## src/verilog/mci_pkg.sv

```systemverilog
// Register map, widths and boot state encoding shared by the MCI RTL and its testbench
package mci_pkg;

    // Register port and watchdog sizes
    localparam int DATA_W       = 32;
    localparam int ADDR_W       = 12;
    localparam int WDT_PERIOD_W = 64;

    // Firmware MCU reset hold, counter wide enough for the hold count
    localparam int MCU_RST_HOLD_CYCLES = 16;
    localparam int MCU_RST_CNT_W       = 5;

    // Register byte offsets
    localparam logic [ADDR_W-1:0] REG_BOOT_GO        = 12'h000;
    localparam logic [ADDR_W-1:0] REG_RESET_REQUEST  = 12'h004;
    localparam logic [ADDR_W-1:0] REG_ERR_FATAL      = 12'h010;
    localparam logic [ADDR_W-1:0] REG_ERR_NON_FATAL  = 12'h014;
    localparam logic [ADDR_W-1:0] REG_WDT_STATUS     = 12'h020;
    localparam logic [ADDR_W-1:0] REG_WDT_T1_EN      = 12'h024;
    localparam logic [ADDR_W-1:0] REG_WDT_T1_RESTART = 12'h028;
    localparam logic [ADDR_W-1:0] REG_WDT_T1_PERIOD0 = 12'h02C;
    localparam logic [ADDR_W-1:0] REG_WDT_T1_PERIOD1 = 12'h030;
    localparam logic [ADDR_W-1:0] REG_WDT_T2_EN      = 12'h034;
    localparam logic [ADDR_W-1:0] REG_WDT_T2_RESTART = 12'h038;
    localparam logic [ADDR_W-1:0] REG_WDT_T2_PERIOD0 = 12'h03C;
    localparam logic [ADDR_W-1:0] REG_WDT_T2_PERIOD1 = 12'h040;
    localparam logic [ADDR_W-1:0] REG_GENERIC_IN0    = 12'h050;
    localparam logic [ADDR_W-1:0] REG_GENERIC_IN1    = 12'h054;
    localparam logic [ADDR_W-1:0] REG_GENERIC_OUT0   = 12'h058;
    localparam logic [ADDR_W-1:0] REG_GENERIC_OUT1   = 12'h05C;
    localparam logic [ADDR_W-1:0] REG_BOOT_STATUS    = 12'h060;

    // Boot sequencer states, readable through REG_BOOT_STATUS
    typedef enum logic [2:0] {
        BOOT_IDLE     = 3'd0,
        BOOT_LCC_INIT = 3'd1,
        BOOT_FC_INIT  = 3'd2,
        BOOT_WAIT_GO  = 3'd3,
        BOOT_DONE     = 3'd4,
        BOOT_MCU_RST  = 3'd5
    } boot_state_e;

endpackage

```

## src/verilog/mci_reg_bank.sv

```systemverilog
// MCI control and status registers behind a strobe access port with a one-cycle read response
`timescale 1ns/1ps

module mci_reg_bank (
    input  logic                             clk,
    input  logic                             rst_i,
    input  logic                             req_i,
    input  logic                             write_i,
    input  logic [mci_pkg::ADDR_W-1:0]       addr_i,
    input  logic [mci_pkg::DATA_W-1:0]       wdata_i,
    output logic [mci_pkg::DATA_W-1:0]       rdata_o,
    output logic                             err_o,
    input  logic [2*mci_pkg::DATA_W-1:0]     generic_in_i,
    output logic [2*mci_pkg::DATA_W-1:0]     generic_out_o,
    input  mci_pkg::boot_state_e             boot_state_i,
    input  logic                             t1_timeout_i,
    input  logic                             t2_timeout_i,
    input  logic [mci_pkg::DATA_W-1:0]       err_fatal_i,
    input  logic [mci_pkg::DATA_W-1:0]       err_non_fatal_i,
    output logic                             boot_go_o,
    output logic                             mcu_rst_req_o,
    output logic                             t1_en_o,
    output logic                             t2_en_o,
    output logic [mci_pkg::WDT_PERIOD_W-1:0] t1_period_o,
    output logic [mci_pkg::WDT_PERIOD_W-1:0] t2_period_o,
    output logic                             t1_restart_o,
    output logic                             t2_restart_o,
    output logic                             t1_serviced_o,
    output logic                             t2_serviced_o,
    output logic [mci_pkg::DATA_W-1:0]       err_fatal_clr_o,
    output logic [mci_pkg::DATA_W-1:0]       err_non_fatal_clr_o
);

    logic                       wr_en;
    logic                       mapped;
    logic [mci_pkg::DATA_W-1:0] rd_data;
    logic sel_boot_go, sel_rst_req, sel_err_fatal, sel_err_nf, sel_wdt_status;
    logic sel_t1_en, sel_t1_restart, sel_t1_p0, sel_t1_p1;
    logic sel_t2_en, sel_t2_restart, sel_t2_p0, sel_t2_p1;
    logic sel_gout0, sel_gout1;

    assign wr_en = req_i & write_i;

    // Single offset decode feeds both the write selects and the read mux
    always_comb begin
        rd_data = '0;
        mapped  = 1'b1;
        {sel_boot_go, sel_rst_req, sel_err_fatal, sel_err_nf, sel_wdt_status} = '0;
        {sel_t1_en, sel_t1_restart, sel_t1_p0, sel_t1_p1} = '0;
        {sel_t2_en, sel_t2_restart, sel_t2_p0, sel_t2_p1, sel_gout0, sel_gout1} = '0;
        case (addr_i)
            mci_pkg::REG_BOOT_GO: begin
                sel_boot_go = 1'b1;
                rd_data[0]  = boot_go_o;
            end
            mci_pkg::REG_RESET_REQUEST: sel_rst_req = 1'b1;
            mci_pkg::REG_ERR_FATAL: begin
                sel_err_fatal = 1'b1;
                rd_data       = err_fatal_i;
            end
            mci_pkg::REG_ERR_NON_FATAL: begin
                sel_err_nf = 1'b1;
                rd_data    = err_non_fatal_i;
            end
            mci_pkg::REG_WDT_STATUS: begin
                sel_wdt_status = 1'b1;
                rd_data[1:0]   = {t2_timeout_i, t1_timeout_i};
            end
            mci_pkg::REG_WDT_T1_EN: begin
                sel_t1_en  = 1'b1;
                rd_data[0] = t1_en_o;
            end
            mci_pkg::REG_WDT_T1_RESTART: sel_t1_restart = 1'b1;
            mci_pkg::REG_WDT_T1_PERIOD0: begin
                sel_t1_p0 = 1'b1;
                rd_data   = t1_period_o[mci_pkg::DATA_W-1:0];
            end
            mci_pkg::REG_WDT_T1_PERIOD1: begin
                sel_t1_p1 = 1'b1;
                rd_data   = t1_period_o[mci_pkg::WDT_PERIOD_W-1:mci_pkg::DATA_W];
            end
            mci_pkg::REG_WDT_T2_EN: begin
                sel_t2_en  = 1'b1;
                rd_data[0] = t2_en_o;
            end
            mci_pkg::REG_WDT_T2_RESTART: sel_t2_restart = 1'b1;
            mci_pkg::REG_WDT_T2_PERIOD0: begin
                sel_t2_p0 = 1'b1;
                rd_data   = t2_period_o[mci_pkg::DATA_W-1:0];
            end
            mci_pkg::REG_WDT_T2_PERIOD1: begin
                sel_t2_p1 = 1'b1;
                rd_data   = t2_period_o[mci_pkg::WDT_PERIOD_W-1:mci_pkg::DATA_W];
            end
            mci_pkg::REG_GENERIC_IN0: rd_data = generic_in_i[mci_pkg::DATA_W-1:0];
            mci_pkg::REG_GENERIC_IN1: rd_data = generic_in_i[2*mci_pkg::DATA_W-1:mci_pkg::DATA_W];
            mci_pkg::REG_GENERIC_OUT0: begin
                sel_gout0 = 1'b1;
                rd_data   = generic_out_o[mci_pkg::DATA_W-1:0];
            end
            mci_pkg::REG_GENERIC_OUT1: begin
                sel_gout1 = 1'b1;
                rd_data   = generic_out_o[2*mci_pkg::DATA_W-1:mci_pkg::DATA_W];
            end
            mci_pkg::REG_BOOT_STATUS: rd_data[$bits(mci_pkg::boot_state_e)-1:0] = boot_state_i;
            default: mapped = 1'b0;
        endcase
    end

    // Control registers
    always_ff @(posedge clk) begin
        if (rst_i) begin
            boot_go_o     <= 1'b0;
            t1_en_o       <= 1'b0;
            t2_en_o       <= 1'b0;
            t1_period_o   <= '0;
            t2_period_o   <= '0;
            generic_out_o <= '0;
        end else if (wr_en) begin
            if (sel_boot_go) boot_go_o <= wdata_i[0];
            if (sel_t1_en) t1_en_o <= wdata_i[0];
            if (sel_t2_en) t2_en_o <= wdata_i[0];
            if (sel_t1_p0) t1_period_o[mci_pkg::DATA_W-1:0] <= wdata_i;
            if (sel_t1_p1) t1_period_o[mci_pkg::WDT_PERIOD_W-1:mci_pkg::DATA_W] <= wdata_i;
            if (sel_t2_p0) t2_period_o[mci_pkg::DATA_W-1:0] <= wdata_i;
            if (sel_t2_p1) t2_period_o[mci_pkg::WDT_PERIOD_W-1:mci_pkg::DATA_W] <= wdata_i;
            if (sel_gout0) generic_out_o[mci_pkg::DATA_W-1:0] <= wdata_i;
            if (sel_gout1) generic_out_o[2*mci_pkg::DATA_W-1:mci_pkg::DATA_W] <= wdata_i;
        end
    end

    // Write-1 pulses and clear masks, seen on the same edge as the write
    assign mcu_rst_req_o       = wr_en & sel_rst_req & wdata_i[0];
    assign t1_restart_o        = wr_en & sel_t1_restart & wdata_i[0];
    assign t2_restart_o        = wr_en & sel_t2_restart & wdata_i[0];
    assign t1_serviced_o       = wr_en & sel_wdt_status & wdata_i[0];
    assign t2_serviced_o       = wr_en & sel_wdt_status & wdata_i[1];
    assign err_fatal_clr_o     = (wr_en & sel_err_fatal) ? wdata_i : '0;
    assign err_non_fatal_clr_o = (wr_en & sel_err_nf) ? wdata_i : '0;

    // Response held until the next request
    always_ff @(posedge clk) begin
        if (rst_i) begin
            rdata_o <= '0;
            err_o   <= 1'b0;
        end else if (req_i) begin
            rdata_o <= rd_data;
            err_o   <= ~mapped;
        end
    end

endmodule

```

## src/verilog/mci_boot_seqr.sv

```systemverilog
// Boot sequencer; steps lifecycle and fuse init, releases MCU then Caliptra, handles MCU reset
`timescale 1ns/1ps

module mci_boot_seqr (
    input  logic                 clk,
    input  logic                 rst_i,
    input  logic                 lc_done_i,
    input  logic                 fc_opt_done_i,
    input  logic                 boot_go_i,
    input  logic                 mcu_rst_req_i,
    output logic                 lc_init_o,
    output logic                 fc_opt_init_o,
    output logic                 mcu_rst_b_o,
    output logic                 cptra_rst_b_o,
    output mci_pkg::boot_state_e boot_state_o
);

    mci_pkg::boot_state_e              state_q;
    mci_pkg::boot_state_e              state_d;
    logic [mci_pkg::MCU_RST_CNT_W-1:0] hold_cnt_q;
    logic                              hold_done;

    assign hold_done    = (int'(hold_cnt_q) == mci_pkg::MCU_RST_HOLD_CYCLES - 1);
    assign boot_state_o = state_q;

    always_comb begin
        state_d = state_q;
        case (state_q)
            mci_pkg::BOOT_IDLE: state_d = mci_pkg::BOOT_LCC_INIT;
            mci_pkg::BOOT_LCC_INIT: if (lc_done_i) state_d = mci_pkg::BOOT_FC_INIT;
            mci_pkg::BOOT_FC_INIT: if (fc_opt_done_i) state_d = mci_pkg::BOOT_WAIT_GO;
            mci_pkg::BOOT_WAIT_GO: if (boot_go_i) state_d = mci_pkg::BOOT_DONE;
            // Firmware reset requests only count once boot has finished
            mci_pkg::BOOT_DONE: if (mcu_rst_req_i) state_d = mci_pkg::BOOT_MCU_RST;
            mci_pkg::BOOT_MCU_RST: if (hold_done) state_d = mci_pkg::BOOT_DONE;
            default: state_d = mci_pkg::BOOT_IDLE;
        endcase
    end

    // Outputs decoded from the next state so they change with the state
    always_ff @(posedge clk) begin
        if (rst_i) begin
            state_q       <= mci_pkg::BOOT_IDLE;
            lc_init_o     <= 1'b0;
            fc_opt_init_o <= 1'b0;
            mcu_rst_b_o   <= 1'b0;
            cptra_rst_b_o <= 1'b0;
            hold_cnt_q    <= '0;
        end else begin
            state_q       <= state_d;
            lc_init_o     <= (state_d == mci_pkg::BOOT_LCC_INIT);
            fc_opt_init_o <= (state_d == mci_pkg::BOOT_FC_INIT);
            mcu_rst_b_o   <= (state_d == mci_pkg::BOOT_WAIT_GO) ||
                             (state_d == mci_pkg::BOOT_DONE);
            // Caliptra stays out of reset while the MCU is held
            cptra_rst_b_o <= (state_d == mci_pkg::BOOT_DONE) ||
                             (state_d == mci_pkg::BOOT_MCU_RST);
            hold_cnt_q    <= (state_q == mci_pkg::BOOT_MCU_RST) ? hold_cnt_q + 1'b1 : '0;
        end
    end

endmodule

```

## src/verilog/mci_wdt.sv

```systemverilog
// Two-stage watchdog with 64-bit periods; cascade mode raises the NMI on a second timeout
`timescale 1ns/1ps

module mci_wdt (
    input  logic                             clk,
    input  logic                             rst_i,
    input  logic                             t1_en_i,
    input  logic                             t2_en_i,
    input  logic                             t1_restart_i,
    input  logic                             t2_restart_i,
    input  logic [mci_pkg::WDT_PERIOD_W-1:0] t1_period_i,
    input  logic [mci_pkg::WDT_PERIOD_W-1:0] t2_period_i,
    input  logic                             t1_serviced_i,
    input  logic                             t2_serviced_i,
    output logic                             t1_timeout_o,
    output logic                             t2_timeout_o,
    output logic                             nmi_intr_o
);

    logic [mci_pkg::WDT_PERIOD_W-1:0] t1_cnt_q;
    logic [mci_pkg::WDT_PERIOD_W-1:0] t2_cnt_q;
    logic                             t1_hit;
    logic                             t2_hit;
    logic                             t2_run;

    assign t1_hit = t1_en_i & (t1_cnt_q == t1_period_i);
    // Cascade mode runs stage two only while the first timeout is outstanding
    assign t2_run = t2_en_i | t1_timeout_o;
    assign t2_hit = t2_run & (t2_cnt_q == t2_period_i);

    always_ff @(posedge clk) begin
        if (rst_i || !t1_en_i || t1_restart_i || t1_hit) begin
            t1_cnt_q <= '0;
        end else begin
            t1_cnt_q <= t1_cnt_q + 1'b1;
        end
    end

    always_ff @(posedge clk) begin
        if (rst_i || !t2_run || t2_restart_i || t2_hit || (!t2_en_i && t1_serviced_i)) begin
            t2_cnt_q <= '0;
        end else begin
            t2_cnt_q <= t2_cnt_q + 1'b1;
        end
    end

    // Sticky status, a timeout wins over a service on the same edge
    always_ff @(posedge clk) begin
        if (rst_i) begin
            t1_timeout_o <= 1'b0;
            t2_timeout_o <= 1'b0;
            nmi_intr_o   <= 1'b0;
        end else begin
            if (t1_hit) t1_timeout_o <= 1'b1;
            else if (t1_serviced_i) t1_timeout_o <= 1'b0;
            if (t2_hit) t2_timeout_o <= 1'b1;
            else if (t2_serviced_i) t2_timeout_o <= 1'b0;
            // NMI only from the cascaded second stage
            if (t2_hit && !t2_en_i) nmi_intr_o <= 1'b1;
            else if (t2_serviced_i) nmi_intr_o <= 1'b0;
        end
    end

endmodule

```

## src/verilog/mci_error_intr.sv

```systemverilog
// Sticky fatal and non-fatal error status and the SoC and MCU interrupt outputs
`timescale 1ns/1ps

module mci_error_intr (
    input  logic                       clk,
    input  logic                       rst_i,
    input  logic [mci_pkg::DATA_W-1:0] agg_error_fatal_i,
    input  logic [mci_pkg::DATA_W-1:0] agg_error_non_fatal_i,
    input  logic [mci_pkg::DATA_W-1:0] err_fatal_clr_i,
    input  logic [mci_pkg::DATA_W-1:0] err_non_fatal_clr_i,
    input  logic                       t1_timeout_i,
    input  logic                       nmi_intr_i,
    output logic [mci_pkg::DATA_W-1:0] err_fatal_o,
    output logic [mci_pkg::DATA_W-1:0] err_non_fatal_o,
    output logic                       all_error_fatal_o,
    output logic                       all_error_non_fatal_o,
    output logic                       mci_intr_o
);

    // A new error bit wins over a write-1 clear on the same edge
    always_ff @(posedge clk) begin
        if (rst_i) begin
            err_fatal_o     <= '0;
            err_non_fatal_o <= '0;
        end else begin
            err_fatal_o     <= agg_error_fatal_i | (err_fatal_o & ~err_fatal_clr_i);
            err_non_fatal_o <= agg_error_non_fatal_i | (err_non_fatal_o & ~err_non_fatal_clr_i);
        end
    end

    // SoC facing summaries
    assign all_error_fatal_o     = (|err_fatal_o) | nmi_intr_i;
    assign all_error_non_fatal_o = |err_non_fatal_o;

    // MCU sees non-fatal errors and the first watchdog stage
    assign mci_intr_o = (|err_non_fatal_o) | t1_timeout_i;

endmodule

```

## src/verilog/mci_top.sv

```systemverilog
// MCI top level; ties the register bank, boot sequencer, watchdog and error blocks to the SoC
`timescale 1ns/1ps

module mci_top (
    input  logic                         clk,
    input  logic                         rst_i,
    // Register access port
    input  logic                         req_i,
    input  logic                         write_i,
    input  logic [mci_pkg::ADDR_W-1:0]   addr_i,
    input  logic [mci_pkg::DATA_W-1:0]   wdata_i,
    output logic [mci_pkg::DATA_W-1:0]   rdata_o,
    output logic                         err_o,
    // Lifecycle and fuse controller handshakes
    input  logic                         lc_done_i,
    input  logic                         fc_opt_done_i,
    output logic                         lc_init_o,
    output logic                         fc_opt_init_o,
    // Reset controls
    output logic                         mcu_rst_b_o,
    output logic                         cptra_rst_b_o,
    // Errors and interrupts
    input  logic [mci_pkg::DATA_W-1:0]   agg_error_fatal_i,
    input  logic [mci_pkg::DATA_W-1:0]   agg_error_non_fatal_i,
    output logic                         all_error_fatal_o,
    output logic                         all_error_non_fatal_o,
    output logic                         mci_intr_o,
    output logic                         nmi_intr_o,
    // Generic wires
    input  logic [2*mci_pkg::DATA_W-1:0] generic_in_i,
    output logic [2*mci_pkg::DATA_W-1:0] generic_out_o
);

    logic                             boot_go;
    logic                             mcu_rst_req;
    mci_pkg::boot_state_e             boot_state;
    logic                             t1_en;
    logic                             t2_en;
    logic [mci_pkg::WDT_PERIOD_W-1:0] t1_period;
    logic [mci_pkg::WDT_PERIOD_W-1:0] t2_period;
    logic                             t1_restart;
    logic                             t2_restart;
    logic                             t1_serviced;
    logic                             t2_serviced;
    logic                             t1_timeout;
    logic                             t2_timeout;
    logic [mci_pkg::DATA_W-1:0]       err_fatal;
    logic [mci_pkg::DATA_W-1:0]       err_non_fatal;
    logic [mci_pkg::DATA_W-1:0]       err_fatal_clr;
    logic [mci_pkg::DATA_W-1:0]       err_non_fatal_clr;

    mci_reg_bank i_reg_bank (
        .clk, .rst_i,
        .req_i, .write_i, .addr_i, .wdata_i, .rdata_o, .err_o,
        .generic_in_i, .generic_out_o,
        .boot_state_i        (boot_state),
        .t1_timeout_i        (t1_timeout),
        .t2_timeout_i        (t2_timeout),
        .err_fatal_i         (err_fatal),
        .err_non_fatal_i     (err_non_fatal),
        .boot_go_o           (boot_go),
        .mcu_rst_req_o       (mcu_rst_req),
        .t1_en_o             (t1_en),
        .t2_en_o             (t2_en),
        .t1_period_o         (t1_period),
        .t2_period_o         (t2_period),
        .t1_restart_o        (t1_restart),
        .t2_restart_o        (t2_restart),
        .t1_serviced_o       (t1_serviced),
        .t2_serviced_o       (t2_serviced),
        .err_fatal_clr_o     (err_fatal_clr),
        .err_non_fatal_clr_o (err_non_fatal_clr)
    );

    mci_boot_seqr i_boot_seqr (
        .clk, .rst_i,
        .lc_done_i, .fc_opt_done_i, .lc_init_o, .fc_opt_init_o,
        .mcu_rst_b_o, .cptra_rst_b_o,
        .boot_go_i     (boot_go),
        .mcu_rst_req_i (mcu_rst_req),
        .boot_state_o  (boot_state)
    );

    mci_wdt i_wdt (
        .clk, .rst_i,
        .t1_en_i       (t1_en),
        .t2_en_i       (t2_en),
        .t1_restart_i  (t1_restart),
        .t2_restart_i  (t2_restart),
        .t1_period_i   (t1_period),
        .t2_period_i   (t2_period),
        .t1_serviced_i (t1_serviced),
        .t2_serviced_i (t2_serviced),
        .t1_timeout_o  (t1_timeout),
        .t2_timeout_o  (t2_timeout),
        .nmi_intr_o
    );

    mci_error_intr i_error_intr (
        .clk, .rst_i,
        .agg_error_fatal_i, .agg_error_non_fatal_i,
        .err_fatal_clr_i     (err_fatal_clr),
        .err_non_fatal_clr_i (err_non_fatal_clr),
        .t1_timeout_i        (t1_timeout),
        .nmi_intr_i          (nmi_intr_o),
        .err_fatal_o         (err_fatal),
        .err_non_fatal_o     (err_non_fatal),
        .all_error_fatal_o, .all_error_non_fatal_o, .mci_intr_o
    );

endmodule

```

## config.mk

```make
export PLATFORM = sky130hd
export DESIGN_NAME = mci_top
export DESIGN_NICKNAME = d
export VERILOG_FILES = /design/src/verilog/mci_pkg.sv /design/src/verilog/mci_reg_bank.sv /design/src/verilog/mci_boot_seqr.sv /design/src/verilog/mci_wdt.sv /design/src/verilog/mci_error_intr.sv /design/src/verilog/mci_top.sv
export SDC_FILE = /design/constraint.sdc
export NUM_CORES = 1
export LEC_CHECK = 0
export BUFFER_PORTS_ARGS = -buffer_cell sky130_fd_sc_hd__buf_2
export CAP_MARGIN = 20
export CORE_MARGIN = 3
export CORE_UTILIZATION = 63
export DETAILED_ROUTE_END_ITERATION = 8
export GPL_ROUTABILITY_DRIVEN = 0
export PLACE_DENSITY = 0.86
export SLEW_MARGIN = 20
export SYNTH_ARGS = -nofsm -noshare
export SYNTH_HDL_FRONTEND = slang
export SYNTH_SLANG_ARGS = --single-unit
```

## constraint.sdc

```tcl
create_clock -name clk -period 7.3 [get_ports clk]
set_clock_uncertainty 0.2 [all_clocks]
set_input_delay 0 -clock clk [delete_from_list [all_inputs] [get_ports clk]]
set_output_delay 0 -clock clk [all_outputs]
set_load 0.02 [all_outputs]
```

==> flow_results.xml, run 1 <==
<?xml version="1.0" encoding="UTF-8"?>
<metrics>
  <group name="global_routing">
    <metric name="maximum_number_of_pins_on_one_net_before_global_route_repair" unit="">99</metric>
    <metric name="grt_pass1_wl" unit="um">190600</metric>
    <metric name="grt_pass1_vias" unit="">28496</metric>
    <metric name="overflow" unit="">7</metric>
    <metric name="global_route.usage.total" unit="">0.7200</metric>
  </group>
  <group name="clocking">
    <metric name="clock_tree_root_buffer_cell" unit="">sky130_fd_sc_hd__clkbuf_16</metric>
    <metric name="cts_inserted_buffers" unit="">44</metric>
    <metric name="cts.htree.levels" unit="">2</metric>
    <metric name="cts.sinks" unit="">435</metric>
    <metric name="cts_buffer_depth" unit="">3</metric>
    <metric name="postCtsSetupRepairBufs" unit="">0</metric>
  </group>
  <group name="yosys">
    <metric name="post_synth_xor_area_fraction" unit="">0.09129</metric>
    <metric name="synthCells" unit="">2651</metric>
    <metric name="mux_contribution_to_synthesized_area" unit="">0.01858</metric>
    <metric name="largest_family_of_logic_cells_by_synthesized_area" unit="">simple AND/OR/NAND/NOR gates</metric>
    <metric name="synth_adder_area_share" unit="">0.002382</metric>
    <metric name="syn-num-nets" unit="">2833</metric>
    <metric name="synth.lib_cells_used.distinct" unit="">74</metric>
    <metric name="synth_simple_gate_area_frac" unit="">0.2640</metric>
    <metric name="ys_seq_elements" unit="">435</metric>
    <metric name="synth-main-ff-cell" unit="">sky130_fd_sc_hd__dfxtp_1</metric>
    <metric name="netlist_area" unit="um2">21010</metric>
    <metric name="synth-edff-count" unit="">0</metric>
    <metric name="postSynth.asyncResetShare" unit="">0</metric>
    <metric name="synth.yosys.seq_area_share" unit="">0.4145</metric>
    <metric name="synthesized_area_fraction_occupied_by_ao_oa_aoi_and_oai_cells" unit="">0.1555</metric>
    <metric name="synthesis.yosys.warnings" unit="">0</metric>
    <metric name="post_synth.cell_area_avg" unit="um2">7.926</metric>
  </group>
  <group name="floorplanning">
    <metric name="row_count" unit="">66</metric>
    <metric name="io_pins" unit="">283</metric>
    <metric name="die_w" unit="um">188.6</metric>
    <metric name="initial_utilization" unit="">0.6425</metric>
    <metric name="die_h" unit="um">188.6</metric>
  </group>
  <group name="placed_design">
    <metric name="portBuffers" unit="">282</metric>
    <metric name="detail_placement_hpwl" unit="um">63240</metric>
  </group>
  <group name="status">
    <metric name="first_reported_error" unit="">[ERROR GRT-0116] Global routing finished with congestion. Check the congestion regions in the DRC Viewer.</metric>
    <metric name="stop_stage" unit="">global routing (5_1_grt)</metric>
    <metric name="outcome" unit="">stopped before the end</metric>
  </group>
</metrics>
==> metrics by stage <==
step	hold slack, ns	worst slack [ns]	area [um2]	std cells
detailed placement	0.01457	3.823	22340	3196
global placement	0.006370	3.534	22300	3194
floorplan	-0.08257	4.909	21010	2651
CTS	0.01142	3.194	26410	3541
==> repair_timing <==
| item | 4_1_cts |
|---|---|
| gates resized for setup | 0 |
| endpoints found under the hold margin | 298 |
| hold buffers | 273 |
==> logic make-up after synthesis <==
family,Yosys count
AOI/OAI and AO/OA,520
xor gates and xnor gates,219
adders and majority gates,4
buffers and inverters,256
DFF,435
muxes,38
and+or+nand+nor,1179
==> cell usage after synthesis (7+ instances only) <==
master	n	area (um2)
sky130_fd_sc_hd__and2_1	13	81.33
sky130_fd_sc_hd__and4_1	18	157.7
sky130_fd_sc_hd__o21ai_0	31	155.2
sky130_fd_sc_hd__inv_1	46	172.7
sky130_fd_sc_hd__a22o_1	21	183.9
sky130_fd_sc_hd__buf_2	45	225.2
sky130_fd_sc_hd__o22ai_1	13	81.33
sky130_fd_sc_hd__or3_1	7	43.79
sky130_fd_sc_hd__buf_1	9	33.78
sky130_fd_sc_hd__nor3_1	167	835.8
sky130_fd_sc_hd__nor2_1	138	518.0
sky130_fd_sc_hd__nor4_1	71	444.2
sky130_fd_sc_hd__a22oi_1	60	450.4
sky130_fd_sc_hd__o2bb2ai_1	12	105.1
sky130_fd_sc_hd__xnor2_1	124	1086
sky130_fd_sc_hd__nand4_1	44	275.3
sky130_fd_sc_hd__mux2_2	8	90.09
sky130_fd_sc_hd__and3_1	30	187.7
sky130_fd_sc_hd__nor2b_1	26	162.7
sky130_fd_sc_hd__a21oi_1	285	1426
sky130_fd_sc_hd__a221oi_1	20	175.2
sky130_fd_sc_hd__clkbuf_1	125	469.2
sky130_fd_sc_hd__nand2_1	535	2008
sky130_fd_sc_hd__dfxtp_1	435	8708
sky130_fd_sc_hd__a222oi_1	14	140.1
sky130_fd_sc_hd__xor2_1	95	832.1
sky130_fd_sc_hd__mux2i_1	30	300.3
sky130_fd_sc_hd__nand2b_1	15	93.84
sky130_fd_sc_hd__a221o_1	7	70.07
sky130_fd_sc_hd__buf_4	30	225.2
sky130_fd_sc_hd__nand3_1	78	390.4
==> routing by layer <==
layer | track usage | overflow
met5 | 0.5137 | 1
met4 | 0.6740 | 5
met3 | 0.6700 | 0
met2 | 0.8353 | 1
met1 | 0.6910 | 0
==> inputs of run 2 (changes only) <==
--- a/config.mk
+++ b/config.mk
@@ -8,10 +8,10 @@
 export BUFFER_PORTS_ARGS = -buffer_cell sky130_fd_sc_hd__buf_2
 export CAP_MARGIN = 20
 export CORE_MARGIN = 3
-export CORE_UTILIZATION = 63
+export CORE_UTILIZATION = 40
 export DETAILED_ROUTE_END_ITERATION = 8
 export GPL_ROUTABILITY_DRIVEN = 0
-export PLACE_DENSITY = 0.86
+export PLACE_DENSITY_LB_ADDON = 0.15
 export SLEW_MARGIN = 20
 export SYNTH_ARGS = -nofsm -noshare
 export SYNTH_HDL_FRONTEND = slang
==> flow_results.xml, run 2 <==
<?xml version="1.0" encoding="UTF-8"?>
<metrics>
  <group name="status">
    <metric name="outcome" unit="">finished, final reports clean</metric>
  </group>
  <group name="floorplanning">
    <metric name="initial_utilization" unit="">0.4071</metric>
    <metric name="die_w" unit="um">235.2</metric>
    <metric name="die_h" unit="um">235.2</metric>
    <metric name="row_count" unit="">83</metric>
    <metric name="die_area" unit="um2">55310</metric>
    <metric name="fp.coreArea" unit="um2">51610</metric>
    <metric name="io_pins" unit="">283</metric>
  </group>
  <group name="sta">
    <metric name="finalCritPeriodShare" unit="">0.6418</metric>
    <metric name="slew_violations" unit="">0</metric>
    <metric name="setup-tns-final" unit="ns">0</metric>
    <metric name="timing.final.crit_period" unit="ns">4.685</metric>
    <metric name="fmax_achieved" unit="MHz">213.4</metric>
    <metric name="setup_viol_count_final" unit="">0</metric>
    <metric name="max_slew.worst_pin.slew" unit="ns">1.191</metric>
    <metric name="grt_setup_unrepaired" unit="">no</metric>
    <metric name="max-slew-margin-rel" unit="">0.2031</metric>
    <metric name="finalHoldViolations" unit="">0</metric>
    <metric name="hold_slack" unit="ns">0.07596</metric>
  </group>
  <group name="power">
    <metric name="worst_voltage_drop_across_the_vdd_grid" unit="uV">153.8</metric>
    <metric name="power.switching" unit="mW">1.321</metric>
    <metric name="power.internal" unit="mW">4.030</metric>
    <metric name="power_switching_share" unit="">0.2468</metric>
    <metric name="power_frac_seq" unit="">0.455</metric>
    <metric name="powerDensity" unit="nW/um2">197.4</metric>
    <metric name="leakage" unit="nW">9.910</metric>
    <metric name="p_comb_frac" unit="">0.077</metric>
    <metric name="clkPwrFrac" unit="">0.468</metric>
  </group>
  <group name="worst_setup_path">
    <metric name="critPathMaxFanout" unit="">25</metric>
    <metric name="timing.critical_path.arrival" unit="ns">5.04</metric>
    <metric name="crit_path_end_kind" unit="">flop</metric>
    <metric name="r2r_slack" unit="ns">4.19</metric>
    <metric name="setup.worst_path.start_class" unit="">input port</metric>
    <metric name="cp_peak_stage_delay" unit="ns">0.76</metric>
    <metric name="worst-setup-path-type" unit="">in -&gt; reg</metric>
    <metric name="crit_path_cell_trace" unit="">dlygate4sd3_1, buf_2, nor4_2, dlygate4sd3_1, nand2_1, buf_4, nor2_2, a221oi_1, o211ai_1, dlygate4sd3_1, a22o_1, dlygate4sd3_1</metric>
    <metric name="path_common_cell" unit="">sky130_fd_sc_hd__dlygate4sd3_1</metric>
    <metric name="slowest_library_cell_on_the_worst_path" unit="">sky130_fd_sc_hd__nor2_2</metric>
    <metric name="cp.required" unit="ns">7.66</metric>
  </group>
  <group name="global_routing">
    <metric name="maximum_number_of_pins_on_one_net_before_global_route_repair" unit="">112</metric>
    <metric name="grt_antenna_before_repair" unit="">3</metric>
    <metric name="overflow" unit="">0</metric>
    <metric name="grt_pass1_vias" unit="">22183</metric>
    <metric name="global_route.usage.total" unit="">0.3519</metric>
    <metric name="grt_pass1_wl" unit="um">147200</metric>
  </group>
  <group name="layout">
    <metric name="layout.cells.most_common_list" unit="">sky130_fd_sc_hd__nand2_1, sky130_fd_sc_hd__dfxtp_1, sky130_fd_sc_hd__dlygate4sd3_1</metric>
    <metric name="area.growth.synth_to_final" unit="%">29.03</metric>
    <metric name="layout_commonest_cell" unit="">sky130_fd_sc_hd__nand2_1</metric>
    <metric name="instances_no_fill" unit="">3805</metric>
    <metric name="nets" unit="">3269</metric>
    <metric name="drive_above_1_share" unit="">0.1392</metric>
  </group>
  <group name="detailed_routing">
    <metric name="first_iter_violations" unit="">3517</metric>
    <metric name="drt_wl_total" unit="um">101900</metric>
    <metric name="drcViolationCount" unit="">0</metric>
    <metric name="detail_route.vias_per_cell" unit="">6.116</metric>
    <metric name="drtAntennaViolNets" unit="">0</metric>
    <metric name="via_count" unit="">23273</metric>
    <metric name="drtPass1Iterations" unit="">6</metric>
    <metric name="avgRoutedWirePerCell" unit="um">26.77</metric>
  </group>
  <group name="yosys">
    <metric name="synth.lib_cells_used.distinct" unit="">74</metric>
    <metric name="postSynth.asyncResetShare" unit="">0</metric>
    <metric name="post_synth.cell_area_avg" unit="um2">7.926</metric>
    <metric name="netlist_area" unit="um2">21010</metric>
    <metric name="synth.largest_area_cell" unit="">sky130_fd_sc_hd__dfxtp_1</metric>
    <metric name="ys_top_cells_by_area" unit="">sky130_fd_sc_hd__dfxtp_1, sky130_fd_sc_hd__nand2_1, sky130_fd_sc_hd__a21oi_1</metric>
    <metric name="synth-main-ff-cell" unit="">sky130_fd_sc_hd__dfxtp_1</metric>
    <metric name="syn-num-nets" unit="">2833</metric>
    <metric name="synth_commonest_cells" unit="">sky130_fd_sc_hd__nand2_1, sky130_fd_sc_hd__dfxtp_1, sky130_fd_sc_hd__a21oi_1, sky130_fd_sc_hd__nor3_1, sky130_fd_sc_hd__nor2_1</metric>
    <metric name="synth.yosys.seq_area_share" unit="">0.4145</metric>
    <metric name="ys_seq_elements" unit="">435</metric>
    <metric name="synth-edff-count" unit="">0</metric>
    <metric name="synthCells" unit="">2651</metric>
    <metric name="post-synth-top-count-cell" unit="">sky130_fd_sc_hd__nand2_1</metric>
    <metric name="synthesis.yosys.warnings" unit="">0</metric>
    <metric name="synth_top_area_frac" unit="">0.4145</metric>
  </group>
  <group name="clocking">
    <metric name="cts.sinks" unit="">435</metric>
    <metric name="cts.htree.levels" unit="">2</metric>
    <metric name="clkTransAtPathRegs" unit="ns">0.06</metric>
    <metric name="clock_tree_root_buffer_cell" unit="">sky130_fd_sc_hd__clkbuf_16</metric>
    <metric name="worst_skew_pair.late_latency" unit="ns">0.61</metric>
    <metric name="cts_buffer_depth" unit="">3</metric>
    <metric name="cts_inserted_buffers" unit="">48</metric>
    <metric name="postCtsResizedCells" unit="">0</metric>
    <metric name="cts_tree" unit="">done</metric>
    <metric name="postCtsSetupRepairBufs" unit="">0</metric>
  </group>
  <group name="min_path">
    <metric name="hp-class" unit="">in -&gt; reg</metric>
  </group>
  <group name="placed_design">
    <metric name="detail_placement_hpwl" unit="um">71900</metric>
    <metric name="dp.cells" unit="">3430</metric>
    <metric name="portBuffers" unit="">282</metric>
  </group>
  <group name="job">
    <metric name="timing.max_cap.violations" unit="">0</metric>
  </group>
</metrics>
## run 2: cell counts after synthesis
No cell type changed its count.
## run 2: layout make-up
class                   instances  area, um2
fillers                      4728      24500
clock inverters                16      162.7
repair buffers                595       4488
well taps                     680      850.8
diodes                          1      2.502
inverters                      47      176.4
clock buffers                  71       1448
multi-input cells            1960      11270
flip-flops and latches        435       8708
## run 2: critical path, delay by kind of cell
family	cells	cell delay (ns)
buf+inv	6	2.78
simple gates	3	1.54
compound gates	3	0.70
## run 2: timing repair
item | in CTS | in global routing
setup endpoints to repair | 0 | 0
endpoints found under the hold margin | 299 | 0
hold buffers | 287 | 0
## run 2: per-stage QoR
stage                       util  cell area [um2]  setup slack (ns)  power [mW]
after detailed placement  0.4380            22610             3.357       2.754
after global placement    0.4378            22600             3.444       2.753
after floorplan                -            21010             4.909       2.602
after CTS                 0.5249            27090             2.950       5.336
after global routing      0.5252            27110             2.668       5.458
final                     0.5253            27110             2.615       5.351
## run 2: worst paths after layout
path | from | to | cells after the start
worst min-delay path | addr_i[4] | i_reg_bank.rdata_o[2] | 5
worst min register to register | i_boot_seqr.hold_cnt_q[0] | i_boot_seqr.hold_cnt_q[0] | 1
worst max-delay path | addr_i[8] | i_reg_bank.rdata_o[4] | 12
worst max register to register | i_wdt.t2_cnt_q[10] | i_wdt.t2_cnt_q[42] | 6
## run 2: power by group through the flow
stage,registers [mW],logic [mW],clock network [mW]
after global routing,2.44,0.422,2.60
after floorplan,2.47,0.129,0
after global placement,2.49,0.267,0
after CTS,2.43,0.387,2.52
after detailed placement,2.49,0.268,0
final,2.44,0.411,2.50
## run 2: cell families after synthesis
family / Yosys count / synth area share
AND/OR/NAND/NOR: 1179 / 0.2640
AO/OA/AOI/OAI: 520 / 0.1555
flip-flops: 435 / 0.4145
buffers and inverters: 256 / 0.05377
XOR/XNOR: 219 / 0.09129
multiplexers: 38 / 0.01858
adder cells (fa/ha/maj): 4 / 0.002382
## run 2: per-layer routing
| layer | vias to the layer above | share of wire | GRT usage |
|---|---|---|---|
| met5 | - | 0.00026 | 0 |
| li1 | 10155 | - | - |
| met3 | 411 | 0.12 | 0.1033 |
| met4 | 4 | 0.075 | 0.2183 |
| met1 | 11045 | 0.38 | 0.4448 |
| met2 | 1658 | 0.43 | 0.5273 |
No activity file was read; power rests on OpenSTA's default activity.
